## src/source/hart_pkg.sv

```systemverilog
/*
  Shared encodings and packed structs of the single-cycle RV32I hart.
  Halves and words must be naturally aligned. There is no trap path.
*/
package hart_pkg;

    localparam int XLEN       = 32;
    localparam int REG_ADDR_W = 5;

    localparam logic [XLEN-1:0] RESET_ADDR = 32'h0000_0000;  // First fetch address

    // Major opcodes, inst[6:0]
    localparam logic [6:0] OPC_OP     = 7'b011_0011;
    localparam logic [6:0] OPC_OP_IMM = 7'b001_0011;
    localparam logic [6:0] OPC_LUI    = 7'b011_0111;
    localparam logic [6:0] OPC_AUIPC  = 7'b001_0111;
    localparam logic [6:0] OPC_BRANCH = 7'b110_0011;
    localparam logic [6:0] OPC_JAL    = 7'b110_1111;
    localparam logic [6:0] OPC_JALR   = 7'b110_0111;
    localparam logic [6:0] OPC_LOAD   = 7'b000_0011;
    localparam logic [6:0] OPC_STORE  = 7'b010_0011;
    localparam logic [6:0] OPC_SYSTEM = 7'b111_0011;  // Only ebreak is acted on

    typedef enum logic [3:0] {
        ALU_ADD, ALU_SUB, ALU_SLL, ALU_SLT, ALU_SLTU,
        ALU_XOR, ALU_SRL, ALU_SRA, ALU_OR, ALU_AND
    } alu_op_e;

    // Operand A source
    typedef enum logic [1:0] {
        OPA_RS1, OPA_ZERO, OPA_PC, OPA_PC_PLUS_4
    } op_a_sel_e;

    // Same code as funct3[1:0] of loads and stores
    typedef enum logic [1:0] {
        SIZE_BYTE, SIZE_HALF, SIZE_WORD
    } size_e;

    typedef struct packed {
        alu_op_e     alu_op;
        op_a_sel_e   op_a_sel;
        logic        op_b_is_imm;    // Else rs2
        logic        is_branch;
        logic [2:0]  br_funct3;      // Branch condition
        logic        is_jal;
        logic        is_jalr;
        logic        mem_ren;
        logic        mem_wen;
        size_e       size;
        logic        load_unsigned;  // lbu, lhu
        logic        rd_wen;
        logic        halt;           // ebreak
    } ctrl_t;

    typedef struct packed {
        logic [XLEN-1:0] addr;   // Word aligned
        logic            ren;
        logic            wen;
        logic [XLEN-1:0] wdata;  // Already placed in its lane
        logic [3:0]      mask;   // One bit per byte lane
    } dmem_req_t;

    typedef struct packed {
        logic                  valid;
        logic                  halt;
        logic [XLEN-1:0]       inst;
        logic [XLEN-1:0]       pc;
        logic [XLEN-1:0]       next_pc;
        logic [REG_ADDR_W-1:0] rd_waddr;  // Zero when nothing is written
        logic [XLEN-1:0]       rd_wdata;
    } retire_t;

endpackage

```

## src/source/hart_decode.sv

```systemverilog
/*
  Instruction decode. Unknown opcodes come out as no-ops.
  Only the exact ebreak encoding raises halt.
*/
`timescale 1ns/1ps

module hart_decode (
    input  logic [hart_pkg::XLEN-1:0] i_inst,
    output hart_pkg::ctrl_t           o_ctrl,
    output logic [hart_pkg::XLEN-1:0] o_imm
);

    logic [6:0]        opcode;
    logic [2:0]        funct3;
    logic              funct7_b5;
    hart_pkg::alu_op_e arith_op;
    hart_pkg::size_e   mem_size;

    assign opcode    = i_inst[6:0];
    assign funct3    = i_inst[14:12];
    assign funct7_b5 = i_inst[30];  // sub and sra select

    // funct3 to ALU op, shared by register and immediate forms
    always_comb begin
        case (funct3)
            3'b000:  arith_op = (opcode == hart_pkg::OPC_OP && funct7_b5) ?
                                hart_pkg::ALU_SUB : hart_pkg::ALU_ADD;  // No subi
            3'b001:  arith_op = hart_pkg::ALU_SLL;
            3'b010:  arith_op = hart_pkg::ALU_SLT;
            3'b011:  arith_op = hart_pkg::ALU_SLTU;
            3'b100:  arith_op = hart_pkg::ALU_XOR;
            3'b101:  arith_op = funct7_b5 ? hart_pkg::ALU_SRA : hart_pkg::ALU_SRL;
            3'b110:  arith_op = hart_pkg::ALU_OR;
            default: arith_op = hart_pkg::ALU_AND;
        endcase
    end

    assign mem_size = funct3[1] ? hart_pkg::SIZE_WORD :
                      (funct3[0] ? hart_pkg::SIZE_HALF : hart_pkg::SIZE_BYTE);

    always_comb begin
        o_ctrl = '0;  // add, rs1, no writes
        o_imm  = {{20{i_inst[31]}}, i_inst[31:20]};  // I form unless overridden
        case (opcode)
            hart_pkg::OPC_OP: begin
                o_ctrl.alu_op = arith_op;
                o_ctrl.rd_wen = 1'b1;
            end
            hart_pkg::OPC_OP_IMM: begin
                o_ctrl.alu_op      = arith_op;
                o_ctrl.op_b_is_imm = 1'b1;
                o_ctrl.rd_wen      = 1'b1;
            end
            hart_pkg::OPC_LUI, hart_pkg::OPC_AUIPC: begin
                o_ctrl.op_a_sel    = (opcode == hart_pkg::OPC_LUI) ?
                                     hart_pkg::OPA_ZERO : hart_pkg::OPA_PC;
                o_ctrl.op_b_is_imm = 1'b1;
                o_ctrl.rd_wen      = 1'b1;
                o_imm              = {i_inst[31:12], 12'b0};
            end
            hart_pkg::OPC_BRANCH: begin
                o_ctrl.alu_op    = funct3[1] ? hart_pkg::ALU_SLTU : hart_pkg::ALU_SLT;
                o_ctrl.is_branch = 1'b1;
                o_ctrl.br_funct3 = funct3;
                o_imm            = {{19{i_inst[31]}}, i_inst[31], i_inst[7],
                                    i_inst[30:25], i_inst[11:8], 1'b0};
            end
            hart_pkg::OPC_JAL, hart_pkg::OPC_JALR: begin
                o_ctrl.op_a_sel = hart_pkg::OPA_PC_PLUS_4;  // Link value
                o_ctrl.is_jal   = (opcode == hart_pkg::OPC_JAL);
                o_ctrl.is_jalr  = (opcode == hart_pkg::OPC_JALR);
                o_ctrl.rd_wen   = 1'b1;
                if (opcode == hart_pkg::OPC_JAL)
                    o_imm = {{11{i_inst[31]}}, i_inst[31], i_inst[19:12],
                             i_inst[20], i_inst[30:21], 1'b0};
            end
            hart_pkg::OPC_LOAD: begin
                o_ctrl.op_b_is_imm   = 1'b1;
                o_ctrl.mem_ren       = 1'b1;
                o_ctrl.size          = mem_size;
                o_ctrl.load_unsigned = funct3[2];
                o_ctrl.rd_wen        = 1'b1;
            end
            hart_pkg::OPC_STORE: begin
                o_ctrl.op_b_is_imm = 1'b1;
                o_ctrl.mem_wen     = 1'b1;
                o_ctrl.size        = mem_size;
                o_imm              = {{20{i_inst[31]}}, i_inst[31:25], i_inst[11:7]};
            end
            hart_pkg::OPC_SYSTEM: o_ctrl.halt = (i_inst[31:7] == 25'h000_2000);  // ebreak
            default: ;  // No-op
        endcase
    end

endmodule

```

## src/source/hart_execute.sv

```systemverilog
/*
  Operand muxing, ALU and branch decision, all combinational.
  Branches rely on decode choosing slt or sltu for the compare.
*/
`timescale 1ns/1ps

module hart_execute (
    input  hart_pkg::ctrl_t           i_ctrl,
    input  logic [hart_pkg::XLEN-1:0] i_pc,
    input  logic [hart_pkg::XLEN-1:0] i_imm,
    input  logic [hart_pkg::XLEN-1:0] i_rs1_data,
    input  logic [hart_pkg::XLEN-1:0] i_rs2_data,
    output logic [hart_pkg::XLEN-1:0] o_alu_result,
    output logic                      o_take
);

    logic [hart_pkg::XLEN-1:0] op_a;
    logic [hart_pkg::XLEN-1:0] op_b;
    logic [4:0]                shamt;
    logic                      eq;
    logic                      br_take;

    always_comb begin
        case (i_ctrl.op_a_sel)
            hart_pkg::OPA_ZERO:      op_a = '0;             // LUI
            hart_pkg::OPA_PC:        op_a = i_pc;           // AUIPC
            hart_pkg::OPA_PC_PLUS_4: op_a = i_pc + 32'd4;   // Jump link
            default:                 op_a = i_rs1_data;
        endcase
    end

    // Jumps add zero so the link value passes straight through
    assign op_b  = (i_ctrl.is_jal || i_ctrl.is_jalr) ? '0 :
                   (i_ctrl.op_b_is_imm ? i_imm : i_rs2_data);
    assign shamt = op_b[4:0];

    always_comb begin
        case (i_ctrl.alu_op)
            hart_pkg::ALU_SUB:  o_alu_result = op_a - op_b;
            hart_pkg::ALU_SLL:  o_alu_result = op_a << shamt;
            hart_pkg::ALU_SLT:  o_alu_result = {31'b0, $signed(op_a) < $signed(op_b)};
            hart_pkg::ALU_SLTU: o_alu_result = {31'b0, op_a < op_b};
            hart_pkg::ALU_XOR:  o_alu_result = op_a ^ op_b;
            hart_pkg::ALU_SRL:  o_alu_result = op_a >> shamt;
            hart_pkg::ALU_SRA:  o_alu_result = $signed(op_a) >>> shamt;
            hart_pkg::ALU_OR:   o_alu_result = op_a | op_b;
            hart_pkg::ALU_AND:  o_alu_result = op_a & op_b;
            default:            o_alu_result = op_a + op_b;
        endcase
    end

    assign eq = (op_a == op_b);

    // Less-than comes from bit 0 of the slt/sltu result
    always_comb begin
        case (i_ctrl.br_funct3)
            3'b000:         br_take = eq;                 // beq
            3'b001:         br_take = ~eq;                // bne
            3'b100, 3'b110: br_take = o_alu_result[0];    // blt, bltu
            3'b101, 3'b111: br_take = ~o_alu_result[0];   // bge, bgeu
            default:        br_take = 1'b0;
        endcase
    end

    assign o_take = i_ctrl.is_jal || i_ctrl.is_jalr || (i_ctrl.is_branch && br_take);

endmodule

```

## src/source/hart_fetch.sv

```systemverilog
/*
  Program counter and next-pc choice. The pc moves once per cycle and
  holds on ebreak. Jump targets with bit 1 set are not supported.
*/
`timescale 1ns/1ps

module hart_fetch (
    input  logic                      clk,
    input  logic                      rst_n,
    input  hart_pkg::ctrl_t           i_ctrl,
    input  logic                      i_take,
    input  logic [hart_pkg::XLEN-1:0] i_imm,
    input  logic [hart_pkg::XLEN-1:0] i_rs1_data,
    output logic [hart_pkg::XLEN-1:0] o_pc,
    output logic [hart_pkg::XLEN-1:0] o_next_pc
);

    logic [hart_pkg::XLEN-1:0] pc_q;
    logic [hart_pkg::XLEN-1:0] target;

    // JALR drops bit 0 of rs1 + imm, branches and JAL are pc relative
    assign target = i_ctrl.is_jalr ? ((i_rs1_data + i_imm) & ~32'd1) : (pc_q + i_imm);

    assign o_next_pc = i_ctrl.halt ? pc_q :            // ebreak parks here
                       (i_take ? target : pc_q + 32'd4);

    always_ff @(posedge clk) begin
        if (rst_n)
            pc_q <= hart_pkg::RESET_ADDR;
        else
            pc_q <= o_next_pc;
    end

    assign o_pc = pc_q;  // Also the imem read address

    // Targets come from decode, regfile and execute together
    a_pc_aligned: assert property (@(posedge clk) disable iff (rst_n) pc_q[1:0] == 2'b00);

endmodule

```

## src/source/hart_lsu.sv

```systemverilog
/*
  Builds the word-aligned data port request. Half and word accesses must
  be naturally aligned. ren and wen stay low during reset.
*/
`timescale 1ns/1ps

module hart_lsu (
    input  logic                      clk,
    input  logic                      rst_n,
    input  hart_pkg::ctrl_t           i_ctrl,
    input  logic [hart_pkg::XLEN-1:0] i_addr,
    input  logic [hart_pkg::XLEN-1:0] i_rs2_data,
    output hart_pkg::dmem_req_t       o_dmem_req
);

    logic [3:0]                lane_mask;
    logic [hart_pkg::XLEN-1:0] lane_data;

    // Lane select from size and low address bits
    always_comb begin
        case (i_ctrl.size)
            hart_pkg::SIZE_BYTE: begin
                lane_mask = 4'b0001 << i_addr[1:0];
                lane_data = {24'b0, i_rs2_data[7:0]} << {i_addr[1:0], 3'b000};
            end
            hart_pkg::SIZE_HALF: begin
                lane_mask = i_addr[1] ? 4'b1100 : 4'b0011;
                lane_data = {16'b0, i_rs2_data[15:0]} << {i_addr[1], 4'b0000};
            end
            default: begin
                lane_mask = 4'b1111;
                lane_data = i_rs2_data;
            end
        endcase
    end

    assign o_dmem_req.addr  = {i_addr[31:2], 2'b00};
    assign o_dmem_req.ren   = i_ctrl.mem_ren && !rst_n;
    assign o_dmem_req.wen   = i_ctrl.mem_wen && !rst_n;
    assign o_dmem_req.wdata = i_ctrl.mem_wen ? lane_data : '0;  // Other lanes zero
    assign o_dmem_req.mask  = (i_ctrl.mem_ren || i_ctrl.mem_wen) ? lane_mask : 4'b0000;

    a_ren_wen_excl: assert property (@(posedge clk) disable iff (rst_n)
        !(o_dmem_req.ren && o_dmem_req.wen));

    // Address comes from rs1 + imm, so alignment is up to the program
    a_half_aligned: assert property (@(posedge clk) disable iff (rst_n)
        (o_dmem_req.ren || o_dmem_req.wen) && i_ctrl.size == hart_pkg::SIZE_HALF
        |-> !i_addr[0]);
    a_word_aligned: assert property (@(posedge clk) disable iff (rst_n)
        (o_dmem_req.ren || o_dmem_req.wen) && i_ctrl.size == hart_pkg::SIZE_WORD
        |-> i_addr[1:0] == 2'b00);

endmodule

```

## src/source/hart_regfile.sv

```systemverilog
/*
  31 general registers plus a hardwired x0. Reads are combinational;
  a write lands at the next edge with no bypass to the same-cycle read.
*/
`timescale 1ns/1ps

module hart_regfile (
    input  logic                            clk,
    input  logic                            rst_n,
    input  logic [hart_pkg::REG_ADDR_W-1:0] i_rs1_addr,
    input  logic [hart_pkg::REG_ADDR_W-1:0] i_rs2_addr,
    input  logic [hart_pkg::REG_ADDR_W-1:0] i_rd_addr,
    input  logic                            i_rd_wen,
    input  logic [hart_pkg::XLEN-1:0]       i_rd_data,
    output logic [hart_pkg::XLEN-1:0]       o_rs1_data,
    output logic [hart_pkg::XLEN-1:0]       o_rs2_data
);

    logic [hart_pkg::XLEN-1:0] regs [1:31];  // No storage for x0

    always_ff @(posedge clk) begin
        if (rst_n) begin
            for (int i = 1; i < 32; i++) begin
                regs[i] <= '0;
            end
        end else if (i_rd_wen && i_rd_addr != '0) begin  // x0 writes dropped
            regs[i_rd_addr] <= i_rd_data;
        end
    end

    assign o_rs1_data = (i_rs1_addr == '0) ? '0 : regs[i_rs1_addr];
    assign o_rs2_data = (i_rs2_addr == '0) ? '0 : regs[i_rs2_addr];

endmodule

```

## src/source/hart_result.sv

```systemverilog
/*
  Load extension, writeback select and retire report.
  Retire valid and rd writes stay off until a reset has been seen and released.
*/
`timescale 1ns/1ps

module hart_result (
    input  logic                      clk,
    input  logic                      rst_n,
    input  hart_pkg::ctrl_t           i_ctrl,
    input  logic [hart_pkg::XLEN-1:0] i_inst,
    input  logic [hart_pkg::XLEN-1:0] i_pc,
    input  logic [hart_pkg::XLEN-1:0] i_next_pc,
    input  logic [hart_pkg::XLEN-1:0] i_alu_result,
    input  logic [hart_pkg::XLEN-1:0] i_dmem_rdata,
    output logic                      o_rd_wen,
    output logic [hart_pkg::XLEN-1:0] o_rd_data,
    output hart_pkg::retire_t         o_retire
);

    logic                      rst_seen_q;
    logic                      valid;
    logic [hart_pkg::XLEN-1:0] lane;
    logic [hart_pkg::XLEN-1:0] load_val;

    always_ff @(posedge clk) begin
        if (rst_n)
            rst_seen_q <= 1'b1;  // Sticky once reset has been applied
    end

    assign valid = rst_seen_q && !rst_n;

    assign lane = i_dmem_rdata >> {i_alu_result[1:0], 3'b000};  // Selected lane to bit 0

    always_comb begin
        case (i_ctrl.size)
            hart_pkg::SIZE_BYTE: load_val = {{24{lane[7] & ~i_ctrl.load_unsigned}}, lane[7:0]};
            hart_pkg::SIZE_HALF: load_val = {{16{lane[15] & ~i_ctrl.load_unsigned}}, lane[15:0]};
            default:             load_val = i_dmem_rdata;
        endcase
    end

    assign o_rd_data = i_ctrl.mem_ren ? load_val : i_alu_result;
    assign o_rd_wen  = i_ctrl.rd_wen && valid;

    assign o_retire.valid    = valid;
    assign o_retire.halt     = i_ctrl.halt;
    assign o_retire.inst     = i_inst;
    assign o_retire.pc       = i_pc;
    assign o_retire.next_pc  = i_next_pc;
    assign o_retire.rd_waddr = o_rd_wen ? i_inst[11:7] : '0;
    assign o_retire.rd_wdata = o_rd_data;

endmodule

```

## src/source/hart_top.sv

```systemverilog
/*
  Single-cycle RV32I hart. imem and dmem reads must return in the same
  cycle; register and memory writes land at the next rising edge.
*/
`timescale 1ns/1ps

module hart_top (
    input  logic                      clk,
    input  logic                      rst_n,
    output logic [hart_pkg::XLEN-1:0] o_imem_raddr,
    input  logic [hart_pkg::XLEN-1:0] i_imem_rdata,
    output hart_pkg::dmem_req_t       o_dmem_req,
    input  logic [hart_pkg::XLEN-1:0] i_dmem_rdata,
    output hart_pkg::retire_t         o_retire
);

    hart_pkg::ctrl_t           ctrl;
    logic [hart_pkg::XLEN-1:0] imm;
    logic [hart_pkg::XLEN-1:0] pc;
    logic [hart_pkg::XLEN-1:0] next_pc;
    logic [hart_pkg::XLEN-1:0] rs1_data;
    logic [hart_pkg::XLEN-1:0] rs2_data;
    logic [hart_pkg::XLEN-1:0] alu_result;
    logic                      take;
    logic                      rd_wen;
    logic [hart_pkg::XLEN-1:0] rd_data;

    assign o_imem_raddr = pc;

    hart_fetch i_hart_fetch (
        .clk, .rst_n, .i_ctrl(ctrl), .i_take(take), .i_imm(imm),
        .i_rs1_data(rs1_data), .o_pc(pc), .o_next_pc(next_pc)
    );

    hart_decode i_hart_decode (.i_inst(i_imem_rdata), .o_ctrl(ctrl), .o_imm(imm));

    hart_regfile i_hart_regfile (
        .clk, .rst_n,
        .i_rs1_addr(i_imem_rdata[19:15]), .i_rs2_addr(i_imem_rdata[24:20]),
        .i_rd_addr(i_imem_rdata[11:7]), .i_rd_wen(rd_wen), .i_rd_data(rd_data),
        .o_rs1_data(rs1_data), .o_rs2_data(rs2_data)
    );

    hart_execute i_hart_execute (
        .i_ctrl(ctrl), .i_pc(pc), .i_imm(imm), .i_rs1_data(rs1_data),
        .i_rs2_data(rs2_data), .o_alu_result(alu_result), .o_take(take)
    );

    hart_lsu i_hart_lsu (
        .clk, .rst_n, .i_ctrl(ctrl), .i_addr(alu_result),  // Effective address
        .i_rs2_data(rs2_data), .o_dmem_req(o_dmem_req)
    );

    hart_result i_hart_result (
        .clk, .rst_n, .i_ctrl(ctrl), .i_inst(i_imem_rdata), .i_pc(pc),
        .i_next_pc(next_pc), .i_alu_result(alu_result), .i_dmem_rdata(i_dmem_rdata),
        .o_rd_wen(rd_wen), .o_rd_data(rd_data), .o_retire(o_retire)
    );

endmodule
```

## config.mk

```make
export PLATFORM = sky130hd
export DESIGN_NAME = hart_top
export DESIGN_NICKNAME = d
export VERILOG_FILES = /design/src/source/hart_pkg.sv /design/src/source/hart_decode.sv /design/src/source/hart_execute.sv /design/src/source/hart_fetch.sv /design/src/source/hart_lsu.sv /design/src/source/hart_regfile.sv /design/src/source/hart_result.sv /design/src/source/hart_top.sv
export SDC_FILE = /design/constraint.sdc
export NUM_CORES = 2
export LEC_CHECK = 0
export BUFFER_PORTS_ARGS = -buffer_cell sky130_fd_sc_hd__buf_2
export CORE_MARGIN = 2
export CORE_UTILIZATION = 55
export CTS_CLUSTER_DIAMETER = 50
export CTS_CLUSTER_SIZE = 10
export DETAILED_ROUTE_END_ITERATION = 10
export PLACE_DENSITY_LB_ADDON = 0.05
export SETUP_SLACK_MARGIN = 0.1
export SLEW_MARGIN = 20
export SYNTH_ARGS = -nofsm -noshare
export SYNTH_HDL_FRONTEND = slang
export SYNTH_SLANG_ARGS = --single-unit
```

## constraint.sdc

```tcl
create_clock -name clk -period 16.76 [get_ports clk]
set_clock_uncertainty 0.2 [all_clocks]
set_input_delay 3.352 -clock clk [delete_from_list [all_inputs] [get_ports clk]]
set_output_delay 3.352 -clock clk [all_outputs]
set_load 0.01 [all_outputs]
```

==> results.md <==
- The run finished with clean final reports.
- The time the final worst path needs with I/O delays and setup is 15290 ps.
- After detailed routing, the number of remaining DRC violations is 0.
- At the pin with the least slew margin, the transition time is 1350 ps.
- The average detailed-routed wire length per instance is 38.3 um.
- The post-synthesis cell type count is 114.
- The worst setup path is captured at a primary output.
- TritonCTS created 134 clock buffers.
- Once layout is done, the placed cells without fillers occupy 77600 um^2.
- Setup total negative slack on the finished layout was measured at 0 ps.
- Sorting the synthesized cells by how often they occur yields 1201 x nor2_1, 1024 x edfxtp_1, 433 x mux4_2.
- In this run the worst hold path is classified as reg2reg.
- In this run the biggest area consumer among cell types represents 43.4% of the synthesized area.
- The first global-routing pass estimated 437000 um of wire.
- The initial standard-cell utilization of the core is 55.5%.
- Sorting the synthesized cells by area gives the leading types as edfxtp_1 43%, mux4_2 14%, nor2_1 6.4%.
- Entering global routing, the biggest net connects 70 pins.
- The remaining max-slew budget at the tightest pin is 9.36%.
- The final number of max-transition violations is 0.
- Across the run, the number of max-cap violations was 0.
- TritonCTS built the clock tree.
- The global router's overall resource usage is 47.2%.
- Clock tree synthesis selected as its root buffer the cell clkbuf_16.
- At the worst endpoint, the required time is 13210 ps.
- Synthesis handed over a netlist of 6436 instances.
- Setup repair after global routing left no endpoint under its margin.
- The first TritonRoute pass finished after 9 iterations.
- The number of antenna violations at the first check in global routing is 19.
- The I/O pin count is 303.
- Cells with a size suffix above 1 make up 21.5% of the layout.
- In this run the cell area measured after placement is 73600 um^2.
- The total wire length after detailed routing is 314000 um.
- The number of global-route vias before repair is 57400.
- The leftover overflow at the end of global routing is 0.
- The routed layout has 60500 vias.
- The count of clock tree sinks is 1056.
- The biggest area contributor in the post-synthesis netlist is edfxtp_1.
- The fraction of the cycle the final worst path needs is 91.3%.
- Among all cell types in the netlist, the one instantiated most often is nor2_1.
- After floorplanning, the core was sized to cover 128000 um^2.
- Routability-driven placement finished with a final weighted congestion of 1.10.
- The total of hold buffers inserted after clock tree synthesis is 0.
- The synthesized design contains 1024 enable-type register cells.
- The die height is 363 um.
- The post-synthesis async set-or-reset flop share is 0%.
- Compared with the post-synthesis result, the final layout area differs by 9.48%.
- The insertion delay of the later-clocked pin in the worst-skew pair is 770 ps.
- The total number of yosys warnings is 0.
- The first routing iteration left 10400 violations.
- The number of register bits inferred by synthesis is 1056.
- The post-CTS setup buffer count is 0.
- The startpoint class of the critical path is an input pin.
- The maximum VDD drop is 108 uV.
- The final count of hold timing violations is 0.
- The floorplan has 131 rows.
- The power per unit of standard cell area is 111 nW/um^2.
- The average vias per placed instance is 7.37.
- In this run the static leakage power is 30.3 nW.
- The number of nets in the finished design is 6719.
- The horizontal die dimension is 363 um.
- The die covers 132000 um^2.
- After clock tree synthesis, the clock-pin slew on the worst setup and hold paths is 50 ps.
- For this run, the leading register cell type out of synthesis is edfxtp_1.
- The post-cts sizing count is 0.
- The critical path is of the in2out type.
- The number of nets with antenna violations after detailed routing is 0.
- The number of buffers on the longest clock path is 3.
- Each instance of the synthesized netlist takes up on average 11.0 um^2.
- The placed wire-length estimate after detailed placement is 218000 um.
- Setup violations remaining at the end of the flow were counted as 0.
- Derived from the worst setup path, the maximum achievable clock frequency is 65.4 MHz.
- After synthesis the cells add up to 70800 um^2.
- The maximum fanout along the worst path is 54.
- Buffers placed on the I/O ports in this run total 300.
- The level count of the clock H-tree is 4.
- At the worst endpoint, the arrival time is 11740 ps.
- Summing the sequential cell areas from Yosys gives 44.3% of the chip area.
layout make-up:
cell class	instances	area, um^2
timing repair buffer	541	3510
sequential	1056	31400
antenna	2	5.00
fill	10500	50100
clock inverter	36	452
multi-input combinational	4594	36000
tap	1662	2080
clock buffer	153	3470
inverter	163	612
where the power goes:
part / total [W] / internal [W] / switching, W
Combinational: 0.00282 / 0.000801 / 0.00202
Sequential: 0.00309 / 0.00301 / 0.0000798
Clock: 0.00268 / 0.00154 / 0.00114
Total: 0.00860 / 0.00535 / 0.00324
through the flow:
stage / total power [W] / utilization [%] / hold WS (ps) / cells / setup WS, ps
after global placement: 0.00583 / 57.6 / 393 / 8015 / 1940
after CTS: 0.00847 / 60.7 / 407 / 8205 / 1890
after detailed placement: 0.00583 / 57.7 / 400 / 8016 / 1880
after floorplan: 0.00478 / - / 350 / 6469 / 2940
final: 0.00860 / 60.7 / 403 / 8207 / 1470
after global routing: 0.00877 / 60.7 / 431 / 8206 / 1120
state kept, by name (all words and copies together) (netlist names):
name	flops
i_hart_fetch.o_pc	32
i_hart_regfile.regs	1024
per-layer routing:
layer,vias to the layer above,part of all wire [%],global-route usage [%]
li1,24300,-,-
met1,29800,34,59.1
met2,5162,43,69.2
met3,1162,15,15.7
met4,24,8.5,32.7
met5,-,0.047,0
worst max-delay path: stages:
cell,delay [ps]
buf_8,450
buf_4,420
mux4_2,550
a22o_1,240
a211oi_1,230
a21o_1,290
a2bb2oi_1,710
inv_1,220
ha_1,410
o21bai_1,150
a21o_1,170
a21o_1,170
a21oi_1,100
o21ai_0,450
a21oi_1,300
o41ai_1,570
a21oi_1,200
or4_1,520
a31oi_1,260
xnor2_1,90
o21ai_0,790
nor2_2,80
nor2_1,610
buf_2,260
logic make-up after synthesis:
logic type                 share of synthesized area (%)
and+or+nand+nor                                     12.7
AOI/OAI and AO/OA                                   13.0
DFF                                                 44.3
muxes                                               20.4
buffers and inverters                               5.57
adders and majority gates                           2.92
xor gates and xnor gates                            1.10
other                                            0.00529
layout by cell type (no fill, tap or decap), drive strengths merged, types with 24 or more instances in the layout:
| cell | synthesis | layout |
|---|---|---|
| edfxtp | 1024 | 1024 |
| a211oi | 74 | 74 |
| o21bai | 38 | 38 |
| nand2 | 408 | 408 |
| o31ai | 47 | 47 |
| buf | 325 | 541 |
| o21ai | 212 | 212 |
| xnor2 | 66 | 66 |
| a22o | 49 | 49 |
| a221oi | 26 | 26 |
| conb | 1 | 34 |
| ha | 159 | 159 |
| inv | 160 | 172 |
| o221ai | 110 | 110 |
| a21o | 90 | 90 |
| o211ai | 34 | 34 |
| nand3 | 81 | 81 |
| and2 | 56 | 56 |
| a21oi | 316 | 316 |
| dfxtp | 32 | 32 |
| nor2 | 1201 | 1201 |
| nand2b | 30 | 30 |
| mux2 | 73 | 73 |
| nor3 | 148 | 148 |
| nand4 | 24 | 24 |
| mux4 | 433 | 433 |
| and3 | 29 | 29 |
| mux2i | 388 | 388 |
| a31oi | 31 | 31 |
| clkbuf | 331 | 153 |
| a22oi | 39 | 39 |
| o22ai | 72 | 72 |
worst paths after layout:
path                         startpoint                     endpoint  slack [ps]  depth (start not counted)
setup / recovery       i_imem_rdata[15]                 o_retire[31]        1470                         24
setup reg to reg   i_hart_fetch.o_pc[7]  i_hart_regfile.regs[12][28]        8350                         21
hold / removal    i_hart_fetch.o_pc[21]        i_hart_fetch.o_pc[21]         400                          2
hold reg to reg   i_hart_fetch.o_pc[21]        i_hart_fetch.o_pc[21]         400                          2
Note: power is estimated with default switching activity, not from simulation.
